$ cat config.mk
export PLATFORM = sky130hd
export DESIGN_NAME = mf2_control
export DESIGN_NICKNAME = d
export VERILOG_FILES = /design/src/mf2_pkg.sv /design/src/mf2_control.sv
export VERILOG_INCLUDE_DIRS = /design/src
export SDC_FILE = /design/constraint.sdc
export NUM_CORES = 1
export LEC_CHECK = 0
export ABC_AREA = 1
export BUFFER_PORTS_ARGS = -buffer_cell sky130_fd_sc_hd__buf_2
export CORE_AREA = 2 2 39 41
export DETAILED_ROUTE_END_ITERATION = 6
export DIE_AREA = 0 0 41 43
export GPL_TIMING_DRIVEN = 0
export HOLD_SLACK_MARGIN = 0.02
export SYNTH_ARGS = -nofsm -noshare
export SYNTH_HDL_FRONTEND = slang
export SYNTH_SLANG_ARGS = --single-unit
$ cat constraint.sdc
create_clock -name clk_sys -period 1.22 [get_ports clk_sys]
set_input_delay 0.122 -clock clk_sys [delete_from_list [all_inputs] [get_ports clk_sys]]
set_output_delay 0.122 -clock clk_sys [all_outputs]
set_load 0.05 [all_outputs]
$ cat src/mf2_cfg.svh
////////////////////
// Fixed MF2 map. The RAM is 8 KB and the shadow slots sit at the
// addresses the MF2 firmware expects, so none of this is tunable
////////////////////
`ifndef MF2_CFG_SVH
`define MF2_CFG_SVH

// Bus and RAM widths
`define MF2_CPU_AW      16
`define MF2_CPU_DW      8
`define MF2_RAM_AW      13
`define MF2_PEN_IDX_W   5
`define MF2_CRTC_IDX_W  4

// Fetch vectors
`define MF2_NMI_VEC     16'h0066
`define MF2_HIDE_VEC    16'h0065

// FEE8 pages in, FEEA pages out
`define MF2_PAGE_PORT   14'b11111110111010

// Port high bytes of the shadowed hardware
`define GA_PORT         8'h7F
`define CRTC_SEL_PORT   8'hBC
`define CRTC_VAL_PORT   8'hBD
`define PPI_PORT        8'hF7
`define UROM_PORT       8'hDF

// Shadow slots in MF2 RAM
`define SLOT_PEN        13'h1FCF
`define SLOT_BORDER     13'h1FDF
`define SLOT_PEN_BASE   13'h1F90
`define SLOT_MODE       13'h1FEF
`define SLOT_BANK       13'h1FFF
`define SLOT_CRTC_SEL   13'h1CFF
`define SLOT_CRTC_BASE  13'h1DB0
`define SLOT_PPI        13'h17FF
`define SLOT_UROM       13'h1AAC

`endif

$ cat src/mf2_pkg.sv
////////////////////
// Types shared by the MF2 stages. Widths follow the cfg header
////////////////////
`include "mf2_cfg.svh"

package mf2_pkg;

	typedef logic [`MF2_CPU_AW-1:0] cpu_addr_t;
	typedef logic [`MF2_CPU_DW-1:0] cpu_data_t;
	typedef logic [`MF2_RAM_AW-1:0] mf2_addr_t;

	// CPU bus as seen by the device. All strobes are levels
	typedef struct packed {
		cpu_addr_t addr;
		cpu_data_t wdata;
		logic      m1;
		logic      io_wr;
		logic      mem_rd;
		logic      mem_wr;
	} cpu_bus_t;

	// Decoded cycle handed to control and RAM
	typedef struct packed {
		logic      nmi_key_edge;
		logic      fetch_nmi_vec;
		logic      fetch_hide_vec;
		logic      page_in_req;
		logic      page_out_req;
		logic      store_req;
		logic      cpu_wr;
		mf2_addr_t slot;
		cpu_data_t wdata;
		// Address only, not qualified by the page state
		logic      win_rom;
		logic      win_ram;
	} mf2_op_t;

	typedef enum logic [1:0] {
		MODE_ENABLED,
		MODE_HIDDEN,
		MODE_DISABLED
	} mf2_mode_e;

	typedef enum logic [1:0] {
		ST_OFF,
		ST_NMI_PENDING,
		ST_ACTIVE
	} mf2_state_e;

endpackage

$ cat src/mf2_control.sv
////////////////////
// Page state and NMI change one cycle after the event. Mode is
// sampled in reset and at each event
////////////////////
`timescale 1ns/1ps
`include "mf2_cfg.svh"

module mf2_control (
	input  logic               clk_sys,
	input  logic               reset,
	input  mf2_pkg::mf2_mode_e mode,
	input  mf2_pkg::mf2_op_t   op,
	input  mf2_pkg::cpu_addr_t bus_addr,
	output logic               nmi,
	output logic               rom_en,
	output logic               ram_en
);
	import mf2_pkg::*;

	mf2_state_e state_q;
	mf2_state_e state_d;
	logic       hidden_q;
	logic       hidden_d;
	logic       disabled;
	logic       active;
	logic       in_window;

	assign disabled = (mode == MODE_DISABLED);

	////////////////////
	// Page-in FSM
	////////////////////
	always_comb begin
		state_d  = state_q;
		hidden_d = hidden_q;
		case (state_q)
			ST_OFF: begin
				if (op.nmi_key_edge && !disabled) begin
					state_d = ST_NMI_PENDING;
				end
			end
			ST_NMI_PENDING: begin
				// CPU has taken the NMI
				if (op.fetch_nmi_vec) begin
					state_d  = ST_ACTIVE;
					hidden_d = 1'b0;
				end
			end
			ST_ACTIVE: begin
				if (op.fetch_hide_vec) begin
					hidden_d = 1'b1;
				end
			end
			default: begin
				state_d = ST_OFF;
			end
		endcase

		// Port writes act from any state
		if (op.page_out_req) begin
			state_d = ST_OFF;
		end else if (op.page_in_req && !hidden_q && !disabled) begin
			state_d = ST_ACTIVE;
		end
	end

	always_ff @(posedge clk_sys) begin
		if (reset) begin
			state_q  <= ST_OFF;
			hidden_q <= (mode != MODE_ENABLED);
		end else begin
			state_q  <= state_d;
			hidden_q <= hidden_d;
		end
	end

	////////////////////
	// Outputs
	////////////////////
	assign nmi    = (state_q == ST_NMI_PENDING);
	assign active = (state_q == ST_ACTIVE);

	// Bit 13 splits the 16 KB MF2 area into ROM and RAM
	assign in_window = op.win_rom | op.win_ram;
	assign rom_en    = active & in_window & ~bus_addr[`MF2_RAM_AW];
	assign ram_en    = active & in_window & bus_addr[`MF2_RAM_AW];

endmodule

==> flow_summary.toml <==
[status]
status = "finished clean"

[routing]
drtIter0Drc = 4
first_pass_iters = 3
via_per_inst = 3.89
post_drt_wl_per_cell_um = 8.08
postRouteAntennaNets = 0
routed_wl_um = 590
vias = 284
route.detailed.drc = 0

[job]
max-cap-violations = 0

[synthesis]
yosysSeqAreaShare = 0.311
postSynthAreaPerCell_um2 = 6.26
syn_inst = 36
ys_ff_latch = 3
synth_cell_types = 12
yosys_warnings = 0
synth_top_area_frac = 0.178
yosys-top-cells-area = "dfxtp_1, edfxtp_1, inv_1"
netlist_area_um2 = 225
syn_nets = 86
synth.largest_area_cell = "dfxtp_1"

[timing]
finalClockSkew_ns = 0.00505
worst_pin_slew_ns = 0.142
setup_viol = 0
finalCriticalPeriod_ns = 1.21
rsz0062_at_grt = "yes"
slew_viol_final = 0
clock.fmax_mhz = 827
fin_crit_sh = 0.991
setup_tns_ns = 0
fin_ws_ns = 0.0105
slew_headroom = 0.904
whs_ns = 0.144
final_hold_viol_count = 0

[place]
hpwl_um = 464
dp_slack_ns = 0.123
place.gp.congestion = 0.748
port-buffer-count = 14

[cells_and_area]
areaGrowthSynthToFinish_pct = 69.4
antenna_cells = 0
final_layout_size_suffix_gt1_frac = 0.474
utilization = 0.276
nets = 108

[setup_path]
crit_arrival_ns = 1.09
critical_path_required_ns = 1.10
cp-end-kind = "output port"
crit_type = "reg2out"
path_max_fanout = 2
cp-start-kind = "flip-flop"

[power]
leakage_nw = 0.206
p_per_area_mw_per_mm2 = 965
ir_drop_uv = 338

[die]
start_util = 0.163
rows = 14
die_h_um = 43
pin_count = 53
die-area_mm2 = 0.00176
core_area_mm2 = 0.00138
die_w_um = 41

[cts]
htreeDepth = 1
cts_buffers = 3
cts_tree = "done"
clock_latency_ns = 0.23
clk_path_buf_depth = 2
clk_pin_slew_ns = 0.04
cts_root_buffer = "clkbuf_4"
numClockSinks = 3
hold_buffers = 0

[global_routing]
grt-ovfl-total = 0
grt_pass1_vias = 279
grt_first_pass_wirelength_um = 959
grtUsageTotal = 0.0844
antenna_found_initial = 0
grt_max_degree = 5

[hold_path]
holdCritPathClass = "in2reg"
cell usage after synthesis:
cell type  number
nand3_1         4
nor2_1          7
edfxtp_1        1
nand2_1         7
inv_1           7
o21ai_0         2
a21oi_1         1
dfxtp_1         2
o21bai_4        1
nor2_2          2
nand2_2         1
inv_2           1
flip-flops by register name, indices dropped and copies added (netlist names):
| signal | flops |
|---|---|
| hidden_q | 1 |
| state_q | 2 |
what timing repair did:
item | CTS | global route
setup buffers | 3 | 0
hold endpoints to repair | 0 | 0
pin swaps | 1 | 1
setup endpoints to repair | 2 | 3
gates resized for setup | 6 | 1
per-stage QoR:
step / cell area [µm²] / std cells / power, W
after global routing: 382 / 73 / 0.000390
after global placement: 315 / 66 / 0.000184
final: 382 / 73 / 0.000368
after detailed placement: 315 / 66 / 0.000186
after CTS: 379 / 73 / 0.000375
after floorplan: 225 / 36 / 0.000155
cell type report:
type                       count  area [µm²]
clock buffer                   4        26.3
fill                         157        1000
inverter                       8        30.0
multi-input combinational     25         125
sequential                     3        72.6
tap                           16        20.0
timing repair buffer          17         108
kinds of logic after synthesis:
family                 share of synthesized area
AO/OA/AOI/OAI                              0.150
buffers and inverters                      0.133
flip-flops                                 0.311
AND/OR/NAND/NOR                            0.406
report_power, final:
group	internal [W]	leakage [nW]	switching (W)
clock network	0.000123	0.0150	0.0000524
registers	0.000111	0.0272	0.00000349
logic	0.0000362	0.164	0.0000426
worst paths after layout:
check | startpoint | cells after the start | slack, ns | to
setup / recovery | state_q[0] | 5 | 0.01 | rom_en
hold / removal | op[29] | 3 | 0.14 | state_q[0]
setup reg to reg | state_q[0] | 3 | 0.29 | hidden_q
hold reg to reg | state_q[1] | 5 | 0.61 | state_q[0]
critical path, cell delays in order (launching register included):
cell and delay [ns]:
dfxtp_2 0.32, inv_2 0.05, nand2_2 0.05, o21bai_4 0.17, nor2_2 0.10, buf_6 0.16
per-layer routing:
layer | GRT usage | wire, µm | up-vias
met4 | 0.0600 | 0 | 0
met5 | 0 | 0 | -
met2 | 0.134 | 331 | 6
met3 | 0.0471 | 36 | 0
met1 | 0.0742 | 222 | 128
li1 | - | - | 150
cell usage in the layout, fill, tap and decap left out, drive strengths merged:
cell	netlist	layout
a21oi	1	1
buf	0	16
clkbuf	0	5
dfxtp	2	2
edfxtp	1	1
inv	8	8
nand2	8	8
nand3	4	4
nor2	9	9
o21ai	2	2
o21bai	1	1
(Power assumes the default switching activity.)
