<file path="config.mk">
export PLATFORM = sky130hd
export DESIGN_NAME = mf2_bus_decode
export DESIGN_NICKNAME = d
export VERILOG_FILES = /design/src/mf2_pkg.sv /design/src/mf2_bus_decode.sv
export VERILOG_INCLUDE_DIRS = /design/src
export SDC_FILE = /design/constraint.sdc
export NUM_CORES = 1
export LEC_CHECK = 0
export BUFFER_PORTS_ARGS = -buffer_cell sky130_fd_sc_hd__buf_2
export CAP_MARGIN = 20
export CORE_MARGIN = 2
export CORE_UTILIZATION = 31
export CTS_CLUSTER_DIAMETER = 200
export CTS_CLUSTER_SIZE = 40
export DETAILED_ROUTE_END_ITERATION = 10
export PLACE_DENSITY_LB_ADDON = 0.2
export SYNTH_ARGS = -nofsm -noshare
export SYNTH_HDL_FRONTEND = slang
export SYNTH_SLANG_ARGS = --single-unit
</file>
<file path="constraint.sdc">
create_clock -name clk_sys -period 1.4 [get_ports clk_sys]
set_input_delay 0.07 -clock clk_sys [delete_from_list [all_inputs] [get_ports clk_sys]]
set_output_delay 0.07 -clock clk_sys [all_outputs]
set_load 0.005 [all_outputs]
</file>
<file path="src/mf2_cfg.svh">
////////////////////
// Fixed MF2 map. The RAM is 8 KB and the shadow slots sit at the
// addresses the MF2 firmware expects, so none of this is tunable
////////////////////
`ifndef MF2_CFG_SVH
`define MF2_CFG_SVH

// Bus and RAM widths
`define MF2_CPU_AW      16
`define MF2_CPU_DW      8
`define MF2_RAM_AW      13
`define MF2_PEN_IDX_W   5
`define MF2_CRTC_IDX_W  4

// Fetch vectors
`define MF2_NMI_VEC     16'h0066
`define MF2_HIDE_VEC    16'h0065

// FEE8 pages in, FEEA pages out
`define MF2_PAGE_PORT   14'b11111110111010

// Port high bytes of the shadowed hardware
`define GA_PORT         8'h7F
`define CRTC_SEL_PORT   8'hBC
`define CRTC_VAL_PORT   8'hBD
`define PPI_PORT        8'hF7
`define UROM_PORT       8'hDF

// Shadow slots in MF2 RAM
`define SLOT_PEN        13'h1FCF
`define SLOT_BORDER     13'h1FDF
`define SLOT_PEN_BASE   13'h1F90
`define SLOT_MODE       13'h1FEF
`define SLOT_BANK       13'h1FFF
`define SLOT_CRTC_SEL   13'h1CFF
`define SLOT_CRTC_BASE  13'h1DB0
`define SLOT_PPI        13'h17FF
`define SLOT_UROM       13'h1AAC

`endif

</file>
<file path="src/mf2_pkg.sv">
////////////////////
// Types shared by the MF2 stages. Widths follow the cfg header
////////////////////
`include "mf2_cfg.svh"

package mf2_pkg;

	typedef logic [`MF2_CPU_AW-1:0] cpu_addr_t;
	typedef logic [`MF2_CPU_DW-1:0] cpu_data_t;
	typedef logic [`MF2_RAM_AW-1:0] mf2_addr_t;

	// CPU bus as seen by the device. All strobes are levels
	typedef struct packed {
		cpu_addr_t addr;
		cpu_data_t wdata;
		logic      m1;
		logic      io_wr;
		logic      mem_rd;
		logic      mem_wr;
	} cpu_bus_t;

	// Decoded cycle handed to control and RAM
	typedef struct packed {
		logic      nmi_key_edge;
		logic      fetch_nmi_vec;
		logic      fetch_hide_vec;
		logic      page_in_req;
		logic      page_out_req;
		logic      store_req;
		logic      cpu_wr;
		mf2_addr_t slot;
		cpu_data_t wdata;
		// Address only, not qualified by the page state
		logic      win_rom;
		logic      win_ram;
	} mf2_op_t;

	typedef enum logic [1:0] {
		MODE_ENABLED,
		MODE_HIDDEN,
		MODE_DISABLED
	} mf2_mode_e;

	typedef enum logic [1:0] {
		ST_OFF,
		ST_NMI_PENDING,
		ST_ACTIVE
	} mf2_state_e;

endpackage

</file>
<file path="src/mf2_bus_decode.sv">
////////////////////
// Events are valid in the first cycle a strobe reads high. The bus
// must hold address and data stable while the strobe stays high
////////////////////
`timescale 1ns/1ps
`include "mf2_cfg.svh"

module mf2_bus_decode (
	input  logic              clk_sys,
	input  logic              reset,
	input  mf2_pkg::cpu_bus_t bus,
	input  logic              key_nmi,
	output mf2_pkg::mf2_op_t  op
);
	import mf2_pkg::*;

	// Previous strobe levels
	logic m1_q;
	logic io_wr_q;
	logic key_q;

	// Last pen index and CRTC register written by the CPU
	logic [`MF2_PEN_IDX_W-1:0]  pen_idx;
	logic [`MF2_CRTC_IDX_W-1:0] crtc_reg;

	logic      m1_edge;
	logic      io_edge;
	logic      page_hit;
	logic      slot_vld;
	mf2_addr_t slot;
	logic [7:0] port_hi;
	logic [1:0] ga_fn;

	assign port_hi = bus.addr[15:8];
	assign ga_fn   = bus.wdata[7:6];
	assign m1_edge = bus.m1 & ~m1_q;
	assign io_edge = bus.io_wr & ~io_wr_q;

	assign page_hit = io_edge & (bus.addr[15:2] == `MF2_PAGE_PORT);

	////////////////////
	// Shadow slot lookup
	////////////////////
	always_comb begin
		slot     = '0;
		slot_vld = 1'b1;
		case (port_hi)
			`GA_PORT: begin
				// Gate array function sits in data bits 7:6
				case (ga_fn)
					2'b00: slot = `SLOT_PEN;
					2'b01: begin
						if (pen_idx[`MF2_PEN_IDX_W-1]) begin
							slot = `SLOT_BORDER;
						end else begin
							slot = `SLOT_PEN_BASE + mf2_addr_t'(pen_idx[3:0]);
						end
					end
					2'b10: slot = `SLOT_MODE;
					default: slot = `SLOT_BANK;
				endcase
			end
			`CRTC_SEL_PORT: slot = `SLOT_CRTC_SEL;
			`CRTC_VAL_PORT: slot = `SLOT_CRTC_BASE + mf2_addr_t'(crtc_reg);
			`PPI_PORT:      slot = `SLOT_PPI;
			`UROM_PORT:     slot = `SLOT_UROM;
			default: begin
				slot_vld = 1'b0;
			end
		endcase
	end

	////////////////////
	// Op fields
	////////////////////
	always_comb begin
		op.nmi_key_edge   = key_nmi & ~key_q;
		op.fetch_nmi_vec  = m1_edge & (bus.addr == `MF2_NMI_VEC);
		op.fetch_hide_vec = m1_edge & (bus.addr == `MF2_HIDE_VEC);
		// Address bit 1 picks FEEA over FEE8
		op.page_in_req    = page_hit & ~bus.addr[1];
		op.page_out_req   = page_hit & bus.addr[1];
		op.store_req      = io_edge & ~page_hit & slot_vld;
		op.cpu_wr         = bus.mem_wr;
		op.slot           = slot;
		op.wdata          = bus.wdata;
		op.win_rom        = (bus.addr[15:13] == 3'b000);
		op.win_ram        = (bus.addr[15:13] == 3'b001);
	end

	always_ff @(posedge clk_sys) begin
		if (reset) begin
			m1_q     <= 1'b0;
			io_wr_q  <= 1'b0;
			key_q    <= 1'b0;
			pen_idx  <= '0;
			crtc_reg <= '0;
		end else begin
			m1_q    <= bus.m1;
			io_wr_q <= bus.io_wr;
			key_q   <= key_nmi;
			// Pen select write
			if (op.store_req && port_hi == `GA_PORT && ga_fn == 2'b00) begin
				pen_idx <= bus.wdata[`MF2_PEN_IDX_W-1:0];
			end
			if (op.store_req && port_hi == `CRTC_SEL_PORT) begin
				crtc_reg <= bus.wdata[`MF2_CRTC_IDX_W-1:0];
			end
		end
	end

endmodule

</file>
==> results.txt <==
The depth of the worst register-to-register path came out at 5. The flow ran to the end, but the final reports show violations. The final reports fail on DRC, setup timing. Summed over all cells, the static leakage comes to ~0.67 nW. The number of antenna diodes in the final layout is 0. Fill cells in the final layout number 295.

The total count of max-transition violations in the final report was 0. The cell sitting at the root of the clock tree is a sky130_fd_sc_hd__clkbuf_4. The number of nets still failing antenna checks after routing came out at 0. Setup repair after global routing could not meet its margin everywhere. The class of the tightest hold or removal check is in2reg. The number of levels the H-tree was split into is 1. STA classifies the critical path endpoint as a primary output. In this run the tightest slew margin relative to its limit is 0.773. The insertion delay to the later sink of the worst-skew pair came out at around 0.26 ns. The relative area change from synthesis to final layout came out at 46.4%. Across the VDD grid, the largest voltage drop is between 0.4 and 0.5 mV. The buffers inserted during post-CTS setup optimization is 0.

TritonCTS built the clock tree. The routed wire length per instance is 12.4 um. Entering global routing, the biggest net connects 13 pins.

The distinct cell type count after synthesis is 35. The post-CTS clock slew at the launch and capture registers of the worst setup and hold paths came out at approximately 0.070 ns. In the routed layout, each cell is associated on average with a via count of 4.95.

Of the synthesized area, sequential elements account for 0.258. The max-capacitance violation count came out at 0. The post-layout instance count excluding filler cells is about 200. The initial DRC count came out at 15. The count of placed standard cells including taps is 200.

The wire-length estimate of the detail-placed layout is about 2100 um. At the end of the flow the core is filled with cells to 0.485. The slew of the pin with the lowest slew margin came out at about 0.34 ns.

Power spread over the standard cell area amounts to 531 nW/um2. Setup slack on the worst reg-to-reg path comes out at -0.07 ns. The count of buffers from port buffering came out at 55. The initial standard-cell utilization of the core came out at 0.331.

The final worst clock skew came out at between 0.0015 and 0.002 ns. The largest fanout on the critical path is 2. The final RePlAce weighted congestion is 0.811. The final hold violation count is 0. The finished layout cell area is roughly 1400 um2. The worst hold path begins at key_nmi. The flip-flop count of the largest register, all copies and words added came out at 5. The cell row count is 19. The first global-routing pass estimated roughly 4200 um of wire. The via count of the first global-routing pass came to roughly 990. The count of endpoints failing setup in the final report came out at 12. The required time at the endpoint of the critical path came out at around 1.3 ns.

The reg-to-reg endpoint is pen_idx[4]$_SDFFE_PP0P_. The overflow left after global routing is 0. The gate count of the mapped netlist is around 110. For this run, design rule violations remaining after detail routing come to 5. For hold timing, the worst endpoint is key_q$_SDFF_PP0_. Counting every sink on the clock net gives 12. Based on the critical path, the design can be clocked at up to ~0.58 GHz. The via count came out at between 1,000 and 1,500. Of all flip-flops after synthesis, the portion carrying an async set or reset was 0. The post-layout net count is 205. The worst setup path is of the reg2out kind.

The number of buffers between clock root and the deepest sink came out at 2. The number of antenna violations at the first check in global routing came out at 0. The pre-antenna-repair detailed-routing pass consisted of 6 iterations. In the synthesized netlist the dominant register cell turns out to be sky130_fd_sc_hd__dfxtp_1. The final period demand of the worst path is around 1.7 ns.

The post-route clock period utilization came out at 1.23. The startpoint identified for the worst register-to-register timing path is io_wr_q$_SDFF_PP0_. The overall die width came out at ~60 um. In the post-route analysis, the smallest setup slack over all paths is -0.323 ns. The number of enable-type register cells in the synthesized netlist came out at 0.

The number of clock buffers inserted by TritonCTS is 3. The area after detailed placement is 1270 um2. The overall die area is about 3500 um2. The worst setup path is launched from a flip-flop. The number of instances on the worst hold path is 2. The standard cell core area is approximately 2800 um2.

The synthesized net count is approximately 140. The overall routed net length is 2510 um. In the global route stage, overall resource usage came out at 0.155. The power consumption is 0.723 mW.

The die boundary height is approximately 60 um. The fraction of layout instances using a drive strength above 1 is 0.552. The top-level I/O count is 61. The synthesized flop and latch total is 12. In this run the mean area of a mapped cell was approximately 8.2 um2. The hold buffer count at CTS came out at 0. The Yosys warning count came out at 0. The cell area that synthesis handed to floorplanning was between 900 and 1000 um2. The critical path data arrival time came out at 1.65 ns.
-- cells by family (layout without fill, tap and decap cells) --
| logic type | Yosys count | in the layout | synth area share |
|---|---|---|---|
| simple gates | 58 | 58 | 0.419 |
| compound gates | 15 | 15 | 0.0956 |
| buf+inv | 17 | 76 | 0.112 |
| xor+xnor | 2 | 2 | 0.0188 |
| flops | 12 | 12 | 0.258 |
| mux | 9 | 9 | 0.0969 |
-- final cells by class --
| class | count | area [um2] | area share |
|---|---|---|---|
| flip-flops and latches | 12 | 241 | 0.177 |
| well taps | 31 | 38.8 | 0.0285 |
| inverters | 2 | 7.51 | 0.00551 |
| repair buffers | 71 | 403 | 0.296 |
| clock buffers | 3 | 22.5 | 0.0165 |
| multi-input cells | 84 | 648 | 0.476 |
-- power by group --
group,internal [mW],switching (mW),total (mW)
sequential,0.346,0.00139,0.347
combinational,0.0886,0.0907,0.179
clock,0.0992,0.0978,0.197
total,0.534,0.190,0.723
-- layer usage --
layer	up-vias	global-route usage	share of wire
met1	463	0.199	0.44
met3	4	0.0352	0.065
li1	509	-	-
met5	-	0	0
met4	0	0.0584	0.012
met2	29	0.252	0.48
-- Yosys cell counts, types with 3 or more instances --
library cell | instances | share of area
sky130_fd_sc_hd__a21oi_1 | 6 | 0.032
sky130_fd_sc_hd__and4_1 | 3 | 0.028
sky130_fd_sc_hd__buf_4 | 10 | 0.081
sky130_fd_sc_hd__dfxtp_1 | 12 | 0.26
sky130_fd_sc_hd__mux2i_1 | 9 | 0.097
sky130_fd_sc_hd__nand2_1 | 4 | 0.016
sky130_fd_sc_hd__nand2b_1 | 4 | 0.027
sky130_fd_sc_hd__nand4_1 | 3 | 0.020
sky130_fd_sc_hd__nor2_1 | 14 | 0.057
sky130_fd_sc_hd__nor2b_1 | 6 | 0.040
sky130_fd_sc_hd__nor3_1 | 3 | 0.016
sky130_fd_sc_hd__nor3b_1 | 5 | 0.040
sky130_fd_sc_hd__o21ai_0 | 5 | 0.027
-- how the worst max path moves through the flow --
stage / startpoint / to / slack, ns / depth (start not counted)
finish: m1_q$_SDFF_PP0_ / op[27] / -0.32 / 5
global route: m1_q$_SDFF_PP0_ / op[27] / -0.44 / 5
CTS: m1_q$_SDFF_PP0_ / op[27] / -0.35 / 5
detailed placement: m1_q$_SDFF_PP0_ / op[28] / -0.08 / 5
global placement: io_wr_q$_SDFF_PP0_ / pen_idx[3]$_SDFFE_PP0P_ / -0.06 / 5
floorplan: io_wr_q$_SDFF_PP0_ / pen_idx[0]$_SDFFE_PP0P_ / -0.09 / 4
-- cells in the final DEF, fill, tap and decap left out, types with 3 or more instances in the layout --
cell / n
sky130_fd_sc_hd__o21ai_0: 3
sky130_fd_sc_hd__mux2i_1: 9
sky130_fd_sc_hd__and4_1: 3
sky130_fd_sc_hd__nand2_1: 4
sky130_fd_sc_hd__buf_4: 14
sky130_fd_sc_hd__nor2b_1: 6
sky130_fd_sc_hd__dfxtp_1: 11
sky130_fd_sc_hd__clkbuf_4: 3
sky130_fd_sc_hd__nand4_1: 3
sky130_fd_sc_hd__a21oi_1: 5
sky130_fd_sc_hd__nor3b_2: 3
sky130_fd_sc_hd__nand2b_1: 3
sky130_fd_sc_hd__buf_2: 55
sky130_fd_sc_hd__nor2_1: 13
sky130_fd_sc_hd__nor3_2: 3
-- worst max-delay path, stage by stage (launching register included) --
cell	delay, ns
sky130_fd_sc_hd__dfxtp_1	0.30
sky130_fd_sc_hd__or4b_1	0.48
sky130_fd_sc_hd__nor3_2	0.11
sky130_fd_sc_hd__nand4_1	0.18
sky130_fd_sc_hd__nor3b_2	0.20
sky130_fd_sc_hd__buf_2	0.13
-- stage by stage --
| stage | hold WS [ns] | setup TNS, ns | worst slack [ns] |
|---|---|---|---|
| after CTS | 0.0306 | -1.76 | -0.351 |
| after detailed placement | 0.140 | -0.535 | -0.0833 |
| after floorplan | 0.142 | -0.436 | -0.0873 |
| after global placement | 0.140 | -0.464 | -0.0621 |
| after global routing | 0.0326 | -2.65 | -0.445 |
| final | 0.0354 | -1.63 | -0.323 |
-- what timing repair did --
item	in CTS	in global routing
gates resized for setup	10	8
setup endpoints to repair	14	17
pin swaps	10	3
cloned	0	0
Power figures use the tool's default switching activity.
